File: src/bp_pkg.sv
// record layouts are fixed by the 30-bit word pc and 14-bit history; INDEX_W must not exceed GHR_W
`default_nettype none

package bp_pkg;

    localparam int GHR_W = 14;
    localparam int TAG_W = 8;

    // merge priority runs direct_jump down to other_jump, not_jump last
    typedef enum logic [2:0] {
        not_jump      = 3'd0,
        direct_jump   = 3'd1,
        call          = 3'd2,
        ret           = 3'd3,
        indirect_jump = 3'd4,
        other_jump    = 3'd5
    } bp_kind_e;

    typedef logic [1:0] bp_cnt_t;

    localparam bp_cnt_t CNT_RESET = 2'b01; // weakly not taken

    typedef struct packed {
        logic             taken;
        bp_kind_e         kind;
        logic [29:0]      npc;
        logic [GHR_W-1:0] bh;  // history seen at lookup
        bp_cnt_t          cnt; // counter snapshot
    } bp_pred_t;

    typedef struct packed {
        logic        taken;
        bp_kind_e    kind;
        logic [29:0] npc;
        logic [29:0] pc;
    } bp_ex_t;

    typedef struct packed {
        bp_pred_t pred;
        bp_ex_t   ex;
        logic     pack_size; // block held two instructions
        logic     flush_pre; // later slot was flushed
    } bp_resolve_t;

    typedef struct packed {
        logic [29:0]      pc;
        logic             taken;
        bp_kind_e         kind;
        logic [29:0]      npc;
        logic [GHR_W-1:0] bh;
        bp_cnt_t          cnt;
    } bp_update_t;

    typedef struct packed {
        logic             valid;
        logic [TAG_W-1:0] tag;
        bp_kind_e         kind;
        logic [29:0]      target;
    } bp_btb_t;

    // gshare hash, caller keeps the low INDEX_W bits
    function automatic logic [GHR_W-1:0] bp_index(input logic [29:0] pc,
                                                  input logic [GHR_W-1:0] bh);
        return pc[GHR_W-1:0] ^ bh;
    endfunction

    // btb tag sits just above the index bits
    function automatic logic [TAG_W-1:0] bp_tag(input logic [29:0] pc, input int unsigned index_w);
        logic [29:0] shifted;
        shifted = pc >> index_w;
        return shifted[TAG_W-1:0];
    endfunction

endpackage

`default_nettype wire

File: src/bp_updater.sv
// trains from the counter snapshot carried in the update, not from the current table value
`timescale 1ns/1ps
`default_nettype none

module bp_updater #(
    parameter int INDEX_W = 6
) (
    input  logic                     clk,
    input  logic                     rstn,
    input  logic                     upd_valid,
    input  bp_pkg::bp_update_t       upd,
    output logic                     pht_wr_en,
    output logic                     btb_wr_en,
    output logic [INDEX_W-1:0]       pht_addr,
    output logic [INDEX_W-1:0]       btb_addr,
    output bp_pkg::bp_cnt_t          pht_data,
    output bp_pkg::bp_btb_t          btb_data,
    output logic [bp_pkg::GHR_W-1:0] ghr
);

    import bp_pkg::*;

    logic [GHR_W-1:0] pht_hash;

    assign pht_hash = bp_index(upd.pc, upd.bh); // same hash as at lookup
    assign pht_addr = pht_hash[INDEX_W-1:0];
    assign btb_addr = upd.pc[INDEX_W-1:0];

    // saturating 2-bit counter
    always_comb begin
        if (upd.taken) begin
            pht_data = (upd.cnt == 2'b11) ? upd.cnt : upd.cnt + 2'b01;
        end else begin
            pht_data = (upd.cnt == 2'b00) ? upd.cnt : upd.cnt - 2'b01;
        end
    end

    always_comb begin
        btb_data.valid  = 1'b1;
        btb_data.tag    = bp_tag(upd.pc, INDEX_W);
        btb_data.kind   = upd.kind;
        btb_data.target = upd.npc;
    end

    assign pht_wr_en = upd_valid;
    assign btb_wr_en = upd_valid && upd.taken; // only taken blocks allocate

    always_ff @(posedge clk) begin
        if (!rstn) begin
            ghr <= '0;
        end else if (upd_valid) begin
            ghr <= {ghr[GHR_W-2:0], upd.taken};
        end
    end

    a_wr_needs_upd: assert property (@(posedge clk) disable iff (!rstn)
        (pht_wr_en || btb_wr_en) |-> upd_valid);

endmodule

`default_nettype wire
File: config.mk
export PLATFORM = sky130hd
export DESIGN_NAME = bp_updater
export DESIGN_NICKNAME = d
export VERILOG_FILES = /design/src/bp_pkg.sv /design/src/bp_updater.sv
export SDC_FILE = /design/constraint.sdc
export NUM_CORES = 1
export LEC_CHECK = 0
export ABC_AREA = 0
export BUFFER_PORTS_ARGS = -buffer_cell sky130_fd_sc_hd__buf_2
export CORE_MARGIN = 2
export CORE_UTILIZATION = 32
export CTS_BUF_LIST = sky130_fd_sc_hd__clkbuf_4
export DETAILED_ROUTE_END_ITERATION = 8
export GPL_TIMING_DRIVEN = 0
export PLACE_DENSITY = 0.88
export SYNTH_ARGS = -nofsm -noshare
export SYNTH_HDL_FRONTEND = slang
export SYNTH_SLANG_ARGS = --single-unit
File: constraint.sdc
create_clock -name clk -period 1.8 [get_ports clk]
set_input_delay 0.36 -clock clk [delete_from_list [all_inputs] [get_ports clk]]
set_output_delay 0.36 -clock clk [all_outputs]
set_load 0.01 [all_outputs]
# After elaboration in Yosys (flattened, before gate mapping)
# Cells that the tools add are included.
[classes]
bitwise_logic = 1
n_shift = 0
n_lt_le_gt_ge = 0
n_eq_ne = 1
addsub = 2
mux = 3
div = 0
reduce_logical = 2
multipliers = 0
[op_table]
columns = ["op", "count"]
rows = [
  ["2-bit two-way mux", 3],
  ["6-bit XOR", 1],
  ["2-bit by 1-bit adder with 2-bit output, second input constant", 1],
  ["2-bit == test, second input constant", 1],
  ["2-bit zero test", 1],
  ["2-bit by 1-bit subtractor with 2-bit output, second input constant", 1],
  ["1-bit logical AND", 1],
]
[totals]
reg_bits = 14
latch_bits = 0
mem_bits_rw = 0
n_memories = 0
word_cells = 10
romBits = 0

# Longest topological paths before layout
# Gate-level depths: netlist of run 1.
[logic_depth]
word_depth = 3
mapped_depth = 4

# Least setup slack after synthesis of run 1
# Ideal clock, no wire load.
[synth_path]
path_kind = "input to output"
startpoint = "input port upd[0] (netlist name)"
endpoint = "output port pht_data[0]"
arrival_ps = 769
cell_stages = 2
setup_slack_ps = 671
n_path_buf = 0
cell_sequence = "inv_1 -> maj3_1"
[synth_between]
elab_chain_len = 3
word_cells_on_any_way = 7
cone_classes = "2 x add/sub; 1 x eq/ne; 3 x mux; 1 x reduce/logical"
[synth_rtl]
columns = ["item", "line", "text"]
rows = [
  ["start, declared", "bp_updater.sv:11", "input bp_pkg::bp_update_t upd,"],
  ["2-bit by 1-bit subtractor with 2-bit output (tied with other cells)", "bp_updater.sv:34", "pht_data = (upd.cnt == 2'b00) ? upd.cnt : upd.cnt - 2'b01;"],
  ["2-bit two-way mux, on equally long branches", "bp_updater.sv:34, bp_updater.sv:32", ""],
  ["2-bit two-way mux (*)", "bp_updater.sv:31", "if (upd.taken) begin"],
  ["end, declared", "bp_updater.sv:16", "output bp_pkg::bp_cnt_t pht_data,"],
]
# Mark *: on every way between the ends. The rest lies on a longest branch, timed or not.

# Final worst setup path of run 1
# Ends and elaborated chain as after synthesis.

==> impl_metrics.json, run 1 <==
{
  "run_status": "finished, final reports clean",
  "pin_count": 155,
  "slew_violations": 0,
  "worstRegToRegCells": 2,
  "ys_ff_latch": 14,
  "crit_required_ns": 1.44,
  "largestRegisters": "ghr x14",
  "htree_levels": 1,
  "crit_type": "input pin to primary output",
  "synth_edf_count": 0,
  "syn_to_final_growth_pct": 49.9,
  "endpoint_kind": "primary output",
  "cts_setup_buffers": 0,
  "dp_hpwl_um": 1870,
  "dr.pass1.iters": 2,
  "rows": 20,
  "holdPathStages": 2,
  "syn_nets": 188,
  "initial_core_util": 0.333,
  "clk_pin_slew_ns": 0.07,
  "clock-root-buffer": "clkbuf_4",
  "period_share": 0.735,
  "synth-seq-area-share": 0.280,
  "min_period_ns": 1.32,
  "ff2ff_setup_slack_ns": 1.04,
  "cts_sinks": 14,
  "detail_route.wl_per_cell_um": 8.89,
  "numCtsBuffers": 3,
  "finalHoldViolations": 0,
  "hp-class": "input pin to flop",
  "crit_slowest_cell": "maj3_1",
  "vias": 920,
  "peakVddDrop_uv": 322,
  "power.total_uw": 732,
  "first_global_vias": 716,
  "path_delay_family": "adder cells",
  "max-cap-violations": 0,
  "yosysWarnings": 0,
  "multi_input_area_um2": 313,
  "crit_path_frequent_cell": "buf_2",
  "grt_max_degree": 11,
  "p_leak_nw": 0.881,
  "setup_viol": 0,
  "ys_async_sr_fraction": 0,
  "die_w_um": 59.9,
  "hold_path_startpoint": "rstn",
  "gr-total-overflow": 0,
  "syn_area_um2": 1000,
  "drt_iter0_drc": 2,
  "worst_hold_slack_ns": 0.368,
  "clk_latency_ns": 0.26,
  "route.detailed.drc": 0,
  "routabilityCongestion": 0.666,
  "io_buffers": 87,
  "ys_types": 14,
  "antenna_cells": 0,
  "rsz0062_at_grt": "false",
  "synth.most_common_cell": "buf_4",
  "post_cts_resize_count": 0,
  "worstReg2RegStart": "ghr[0]",
  "cp_slowest_stage_delay_ns": 0.34,
  "fillers": 297,
  "die_area_um2": 3590,
  "dp.cells": 225,
  "cts_max_path_buffers": 2,
  "core_area_um2": 3000,
  "via_per_inst": 4.04,
  "antenna_found_initial": 0,
  "cts_tree": "done",
  "synth_area_leaders": "buf_4 37%, dfxtp_1 28%, mux2i_1 13%",
  "largest_register_ffs": 14,
  "clock.fmax_ghz": 0.756,
  "drive_above_1_share": 0.733,
  "hold_path_end": "ghr[3]",
  "die_y_um": 59.9,
  "drt_wl_total_um": 2030,
  "top_register": "ghr",
  "final_cells": 228,
  "crit_buf_inv": 3,
  "synth_ff_type": "dfxtp_1",
  "synth_common_cells": "49 x buf_4, 14 x dfxtp_1, 13 x mux2i_1, 13 x nor2b_1, 6 x xor2_1",
  "avgSynthCellArea_um2": 9.52,
  "path_cells": "buf_2 -> inv_1 -> maj3_1 -> buf_2",
  "setup_tns_ns": 0,
  "p_per_area_nw_per_um2": 488,
  "synth_cells": 105,
  "seq_area_um2": 280,
  "post-route-util": 0.499,
  "worst_setup_path_start_kind": "input pin",
  "grt_pass1_wl_um": 2670,
  "synth_top_cell_by_area": "buf_4",
  "reg2reg_to": "ghr[0]",
  "cts.hold.buffers_added": 0,
  "crit_fanout": 2,
  "fin_skew_ns": 0.00402,
  "arrival_ns": 0.96,
  "synth_top_area_frac": 0.368,
  "grtUsageTotal": 0.0959,
  "postRouteAntennaNets": 0,
  "nets": 280
}
## where the power goes
part           switching, mW  internal (mW)  total, mW
Combinational          0.103          0.156      0.259
Clock                 0.0825         0.0771      0.160
Sequential           0.00163          0.312      0.314
## how the worst max path moves through the flow
stage                     startpoint     endpoint  slack (ns)  cells past startpoint
after detailed placement      upd[0]  pht_data[0]        0.47                      4
after global routing          upd[0]  pht_data[0]        0.45                      4
after floorplan               upd[0]  pht_data[0]        0.67                      2
after global placement        upd[0]  pht_data[0]        0.48                      4
after CTS                     upd[0]  pht_data[0]        0.47                      4
final                         upd[0]  pht_data[0]        0.48                      4
## per-stage QoR
| step | worst slack (ns) | area, um^2 |
|---|---|---|
| after detailed placement | 0.473 | 1480 |
| after floorplan | 0.671 | 1000 |
| after CTS | 0.472 | 1500 |
| after global placement | 0.484 | 1480 |
| final | 0.478 | 1500 |
| after global routing | 0.451 | 1500 |
## per-layer routing
metal / GRT usage / vias up / wire length, um
met5: 0 / - / 0
met4: 0.0286 / 0 / 11
met3: 0.0281 / 2 / 277
met2: 0.193 / 74 / 1040
met1: 0.0909 / 384 / 700
li1: - / 460 / -
## cell usage in the layout, fill, tap and decap left out, drive strengths merged
| cell | instances |
|---|---|
| clkbuf | 4 |
| dfxtp | 14 |
| xor2 | 6 |
| maj3 | 2 |
| o21a | 1 |
| nor2b | 13 |
| and2b | 1 |
| conb | 1 |
| and2 | 1 |
| buf | 138 |
| inv | 1 |
| mux2i | 13 |
## logic make-up (layout without fill, tap and decap cells)
family / after synthesis / after routing / synth area share
muxes: 13 / 13 / 0.130
DFF: 14 / 14 / 0.280
buffers and inverters: 53 / 143 / 0.407
adders and majority gates: 2 / 2 / 0.0200
other: 1 / 1 / 0.00375
and+or+nand+nor: 15 / 15 / 0.0989
xor gates and xnor gates: 6 / 6 / 0.0526
AOI/OAI and AO/OA: 1 / 1 / 0.00751
## layout make-up
class	instances	area share
Buffer	52	0.269
Clock buffer	3	0.0150
Inverter	1	0.00250
Multi-Input combinational cell	38	0.209
Sequential cell	14	0.187
Tap cell	33	0.0275
Timing Repair Buffer	87	0.290
## worst reg2reg max path, cell delays in order, from the launching register on
cell and delay [ns]:
dfxtp_1 0.32, and2b_2 0.18, o21a_1 0.15
Power figures use the tool's default switching activity.
==> run 2: changes to the inputs <==
--- a/config.mk
+++ b/config.mk
@@ -8,11 +8,11 @@
 export ABC_AREA = 0
 export BUFFER_PORTS_ARGS = -buffer_cell sky130_fd_sc_hd__buf_2
 export CORE_MARGIN = 2
-export CORE_UTILIZATION = 32
+export CORE_UTILIZATION = 27
 export CTS_BUF_LIST = sky130_fd_sc_hd__clkbuf_4
 export DETAILED_ROUTE_END_ITERATION = 8
 export GPL_TIMING_DRIVEN = 0
-export PLACE_DENSITY = 0.88
+export PLACE_DENSITY = 0.79
 export SYNTH_ARGS = -nofsm -noshare
 export SYNTH_HDL_FRONTEND = slang
 export SYNTH_SLANG_ARGS = --single-unit
==> constraint.sdc (replaced) <==
create_clock -name clk -period 1.1 [get_ports clk]
set_input_delay 0.22 -clock clk [delete_from_list [all_inputs] [get_ports clk]]
set_output_delay 0.22 -clock clk [all_outputs]
set_load 0.01 [all_outputs]
==> run 2 against run 1 <==
- combinational power is 63% higher
- clock skew decreased by 0.0019 ns
- highest routed layer unchanged
- first-iteration DRC count rose to 9.0 times the previous value
==> impl_metrics.json, run 2 (same netlist as run 1, synthesis figures left out) <==
{
  "clock-root-buffer": "clkbuf_4",
  "rsz0062_at_grt": "false",
  "drt_iter0_drc": 18,
  "via_per_inst": 3.64,
  "arrival_ns": 0.82,
  "die_area_um2": 4210,
  "setup_slack_ns": 0.0597,
  "grtUsageTotal": 0.0757,
  "crit_type": "input pin to primary output",
  "max-cap-violations": 0,
  "final_common_cell": "buf_2",
  "clk_latency_ns": 0.27,
  "period_share": 0.946,
  "detail_route.wl_per_cell_um": 7.84,
  "fillers": 366,
  "route.detailed.drc": 0,
  "crit_fanout": 2,
  "initial_core_util": 0.277,
  "worstReg2RegStart": "ghr[0]",
  "hold_path_startpoint": "rstn",
  "antenna_cells": 0,
  "fin_skew_ns": 0.00217,
  "pin_count": 155,
  "p_per_area_nw_per_um2": 803,
  "rows": 22,
  "top_register": "ghr",
  "grt_pass1_wl_um": 2550,
  "routabilityCongestion": 0.716,
  "grt_max_degree": 11,
  "cts_tree": "done",
  "finalHoldViolations": 0,
  "htree_levels": 1,
  "final_cell_mix": "87 x buf_2, 49 x buf_4, 14 x dfxtp_1",
  "nets": 280,
  "numCtsBuffers": 3,
  "worst_hold_slack_ns": 0.212,
  "wl_met1_um": 677,
  "largestRegisters": "ghr x14",
  "dr_wl_met2_um": 922,
  "seq_area_um2": 280,
  "setup_viol": 0,
  "peakVddDrop_uv": 214,
  "vias": 888,
  "postRouteAntennaNets": 0,
  "clk_pin_slew_ns": 0.08,
  "dp_hpwl_um": 1710,
  "cts.hold.buffers_added": 0,
  "cts_max_path_buffers": 2,
  "run_status": "finished, final reports clean",
  "dr.pass1.iters": 2,
  "syn_to_final_growth_pct": 52.2,
  "antenna_found_initial": 0,
  "die_w_um": 64.9,
  "slew_violations": 0,
  "min_period_ns": 1.04,
  "endpoint_kind": "primary output",
  "crit_required_ns": 0.88,
  "crit_start": "upd[0]",
  "die_y_um": 64.9,
  "first_global_vias": 643,
  "post_cts_resize_count": 0,
  "setup_tns_ns": 0,
  "wl_met3_um": 296,
  "dp_worst_setup_slack_ns": 0.0552,
  "cts_sinks": 14,
  "hp-class": "input pin to flop",
  "core_area_um2": 3610,
  "drt_wl_total_um": 1910,
  "cts_setup_buffers": 0,
  "largest_register_ffs": 14,
  "multi_input_area_um2": 313,
  "gr-total-overflow": 0,
  "worst_setup_path_start_kind": "input pin",
  "io_buffers": 87,
  "p_leak_nw": 0.882,
  "clock.fmax_ghz": 0.961,
  "drive_above_1_share": 0.730,
  "dr.max_layer_used": "met4"
}
-- run 2: cell types whose count changed in the layout (fill, tap and decap cells not counted) --
cell	before	now
clkinv_1	0	1
-- run 2: critical path, cell delays in order --
cell    delay (ns)
buf_2         0.09
inv_1         0.04
maj3_1        0.33
buf_2         0.14
-- run 2: report_power, final --
part	switching [mW]	leakage [nW]	internal, mW	total, mW
Sequential	0.00270	0.113	0.510	0.513
Clock	0.157	0.0154	0.131	0.289
Combinational	0.166	0.754	0.255	0.421
Total	0.326	0.882	0.897	1.22
-- run 2: path summary, 6_finish.rpt --
path,end,slack (ns),cells past startpoint
hold reg to reg,ghr[13],0.52,2
hold / removal,ghr[4],0.21,2
setup / recovery,pht_data[0],0.06,4
setup reg to reg,ghr[0],0.34,2
-- run 2: final cells by class --
type	instances	share of cell area
Timing Repair Buffer	87	0.286
Clock buffer	3	0.0148
Clock inverter	1	0.00247
Inverter	1	0.00247
Tap cell	48	0.0395
Buffer	52	0.265
Multi-Input combinational cell	38	0.206
Sequential cell	14	0.184
-- run 2: routing by layer --
metal  GRT usage  vias up
met5           0        -
met4      0.0399        0
met3      0.0122        2
met2       0.142       72
met1      0.0801      352
li1            -      462
-- run 2: metrics by stage --
stage / util / area (um^2) / power, mW / std cells
final: 0.422 / 1520 / 1.22 / 244
after detailed placement: 0.415 / 1500 / 0.951 / 240
after CTS: 0.422 / 1520 / 1.24 / 244
after global routing: 0.422 / 1520 / 1.31 / 244
after floorplan: - / 1000 / 0.796 / 105
after global placement: 0.415 / 1500 / 0.946 / 240
==> run 3: changes to the inputs <==
==> constraint.sdc (replaced) <==
create_clock -name clk -period 1.1 [get_ports clk]
set_input_delay 0 -clock clk [delete_from_list [all_inputs] [get_ports clk]]
set_output_delay 0 -clock clk [all_outputs]
set_load 0.01 [all_outputs]
==> run 3 against run 2 <==
- combinational power about the same
- cell count up 0.41%
- worst setup slack better by 0.12 ns
- hold slack worse by 0.17 ns
- register-to-register slack about the same
- die area unchanged
- cell area up 0.66%
- global-route usage about the same
- via count up 0.68%
- core utilization up 0.28 points
- critical path depth unchanged
- critical path type is now input pin to flop
- first-iteration DRC count unchanged
==> impl_metrics.json, run 3 (same netlist as run 1, synthesis figures left out) <==
{
  "setup_slack_ns": 0.178,
  "vias": 894,
  "cts_tree": "done",
  "largestRegisters": "ghr x14",
  "arrival_ns": 1.14,
  "postRouteAntennaNets": 0,
  "endpoint_kind": "flop",
  "setup_viol": 0,
  "p_per_area_nw_per_um2": 799,
  "drt_wl_total_um": 1920,
  "drt_iter0_drc": 18,
  "first_global_vias": 637,
  "crit_type": "input pin to flop",
  "max-cap-violations": 0,
  "dr.pass1.iters": 2,
  "crit_required_ns": 1.31,
  "setup_tns_ns": 0,
  "io_buffers": 87,
  "grt_most_used_layer": "met2",
  "period_share": 0.838,
  "numCtsBuffers": 3,
  "peakVddDrop_uv": 214,
  "clock-root-buffer": "clkbuf_4",
  "syn_to_final_growth_pct": 53.2,
  "dp_hpwl_um": 1710,
  "dp_worst_setup_slack_ns": 0.351,
  "antenna_cells": 0,
  "clk_latency_ns": 0.27,
  "use_met2": 0.142,
  "rsz0062_at_grt": "false",
  "finalHoldViolations": 0,
  "final_cells": 245,
  "die_w_um": 64.9,
  "drive_above_1_share": 0.726,
  "clock.fmax_ghz": 1.09,
  "rows": 22,
  "min_period_ns": 0.922,
  "antenna_found_initial": 0,
  "die_area_um2": 4210,
  "cts_sinks": 14,
  "hp-class": "input pin to flop",
  "p_leak_nw": 0.886,
  "largest_register_ffs": 14,
  "cts_max_path_buffers": 2,
  "post_cts_resize_count": 0,
  "grt_pass1_wl_um": 2540,
  "crit_fanout": 10,
  "nets": 281,
  "use_met3": 0.0122,
  "clk_pin_slew_ns": 0.08,
  "top_register": "ghr",
  "final_cell_mix": "87 x buf_2, 49 x buf_4, 14 x dfxtp_1",
  "holdPathStages": 3,
  "routabilityCongestion": 0.716,
  "grtUsageMet1": 0.0790,
  "via_per_inst": 3.65,
  "cts_setup_buffers": 0,
  "dp.cells": 240,
  "htree_levels": 1,
  "worstRegToRegCells": 2,
  "die_y_um": 64.9,
  "pin_count": 155,
  "grtUsageTotal": 0.0753,
  "core_area_um2": 3610,
  "slew_violations": 0,
  "gr-total-overflow": 0,
  "cts.hold.buffers_added": 1,
  "fin_skew_ns": 0.00268,
  "worst_setup_path_start_kind": "input pin",
  "route.detailed.drc": 0,
  "run_status": "finished, final reports clean",
  "detail_route.wl_per_cell_um": 7.82,
  "initial_core_util": 0.277,
  "grt_max_degree": 11,
  "final_common_cell": "buf_2"
}
==> run 3: changes by cell type in the layout (fill, tap and decap cells not counted) <==
cell           before  now
dlygate4sd3_1       0    1
==> run 3: critical path, cell delays in order <==
cell and delay, ns:
dlygate4sd3_1 0.52, buf_2 0.13, clkbuf_1 0.30, nor2b_1 0.18
==> run 3: power breakdown <==
part           total [mW]  internal (mW)  switching, mW
registers           0.513          0.510        0.00270
clock network       0.288          0.131          0.157
logic               0.423          0.257          0.166
total                1.22          0.899          0.325
==> run 3: final cells by class <==
cell class / instances / area (um^2)
Timing Repair Buffer: 88 / 445
Sequential cell: 14 / 280
Fill cell: 365 / 2070
Multi-Input combinational cell: 38 / 313
Buffer: 52 / 403
Clock buffer: 3 / 22.5
Tap cell: 48 / 60.1
Inverter: 1 / 3.75
Clock inverter: 1 / 3.75
==> run 3: path summary, 6_finish.rpt <==
| kind | startpoint | to | slack, ns |
|---|---|---|---|
| max reg2reg | ghr[0] | ghr[0] | 0.34 |
| min | upd_valid | ghr[4] | 0.04 |
| max | rstn | ghr[8] | 0.18 |
| min reg2reg | ghr[13] | ghr[13] | 0.52 |
==> run 3: metal layers <==
metal  routed length [um]  share of wire  up-vias
met5                    0              0        -
met2                  925           0.48       72
met1                  676           0.35      356
met4                   17         0.0089        0
met3                  296           0.15        2
li1                     -              -      464
==> run 3: stage by stage <==
stage / cell area [um^2] / power (mW) / util / hold WS [ns]
floorplan: 1000 / 0.796 / - / 0.0760
global placement: 1500 / 0.946 / 0.415 / 0.184
detailed placement: 1500 / 0.951 / 0.415 / 0.184
CTS: 1530 / 1.25 / 0.425 / 0.0337
global route: 1530 / 1.31 / 0.425 / 0.0534
finish: 1530 / 1.22 / 0.425 / 0.0404
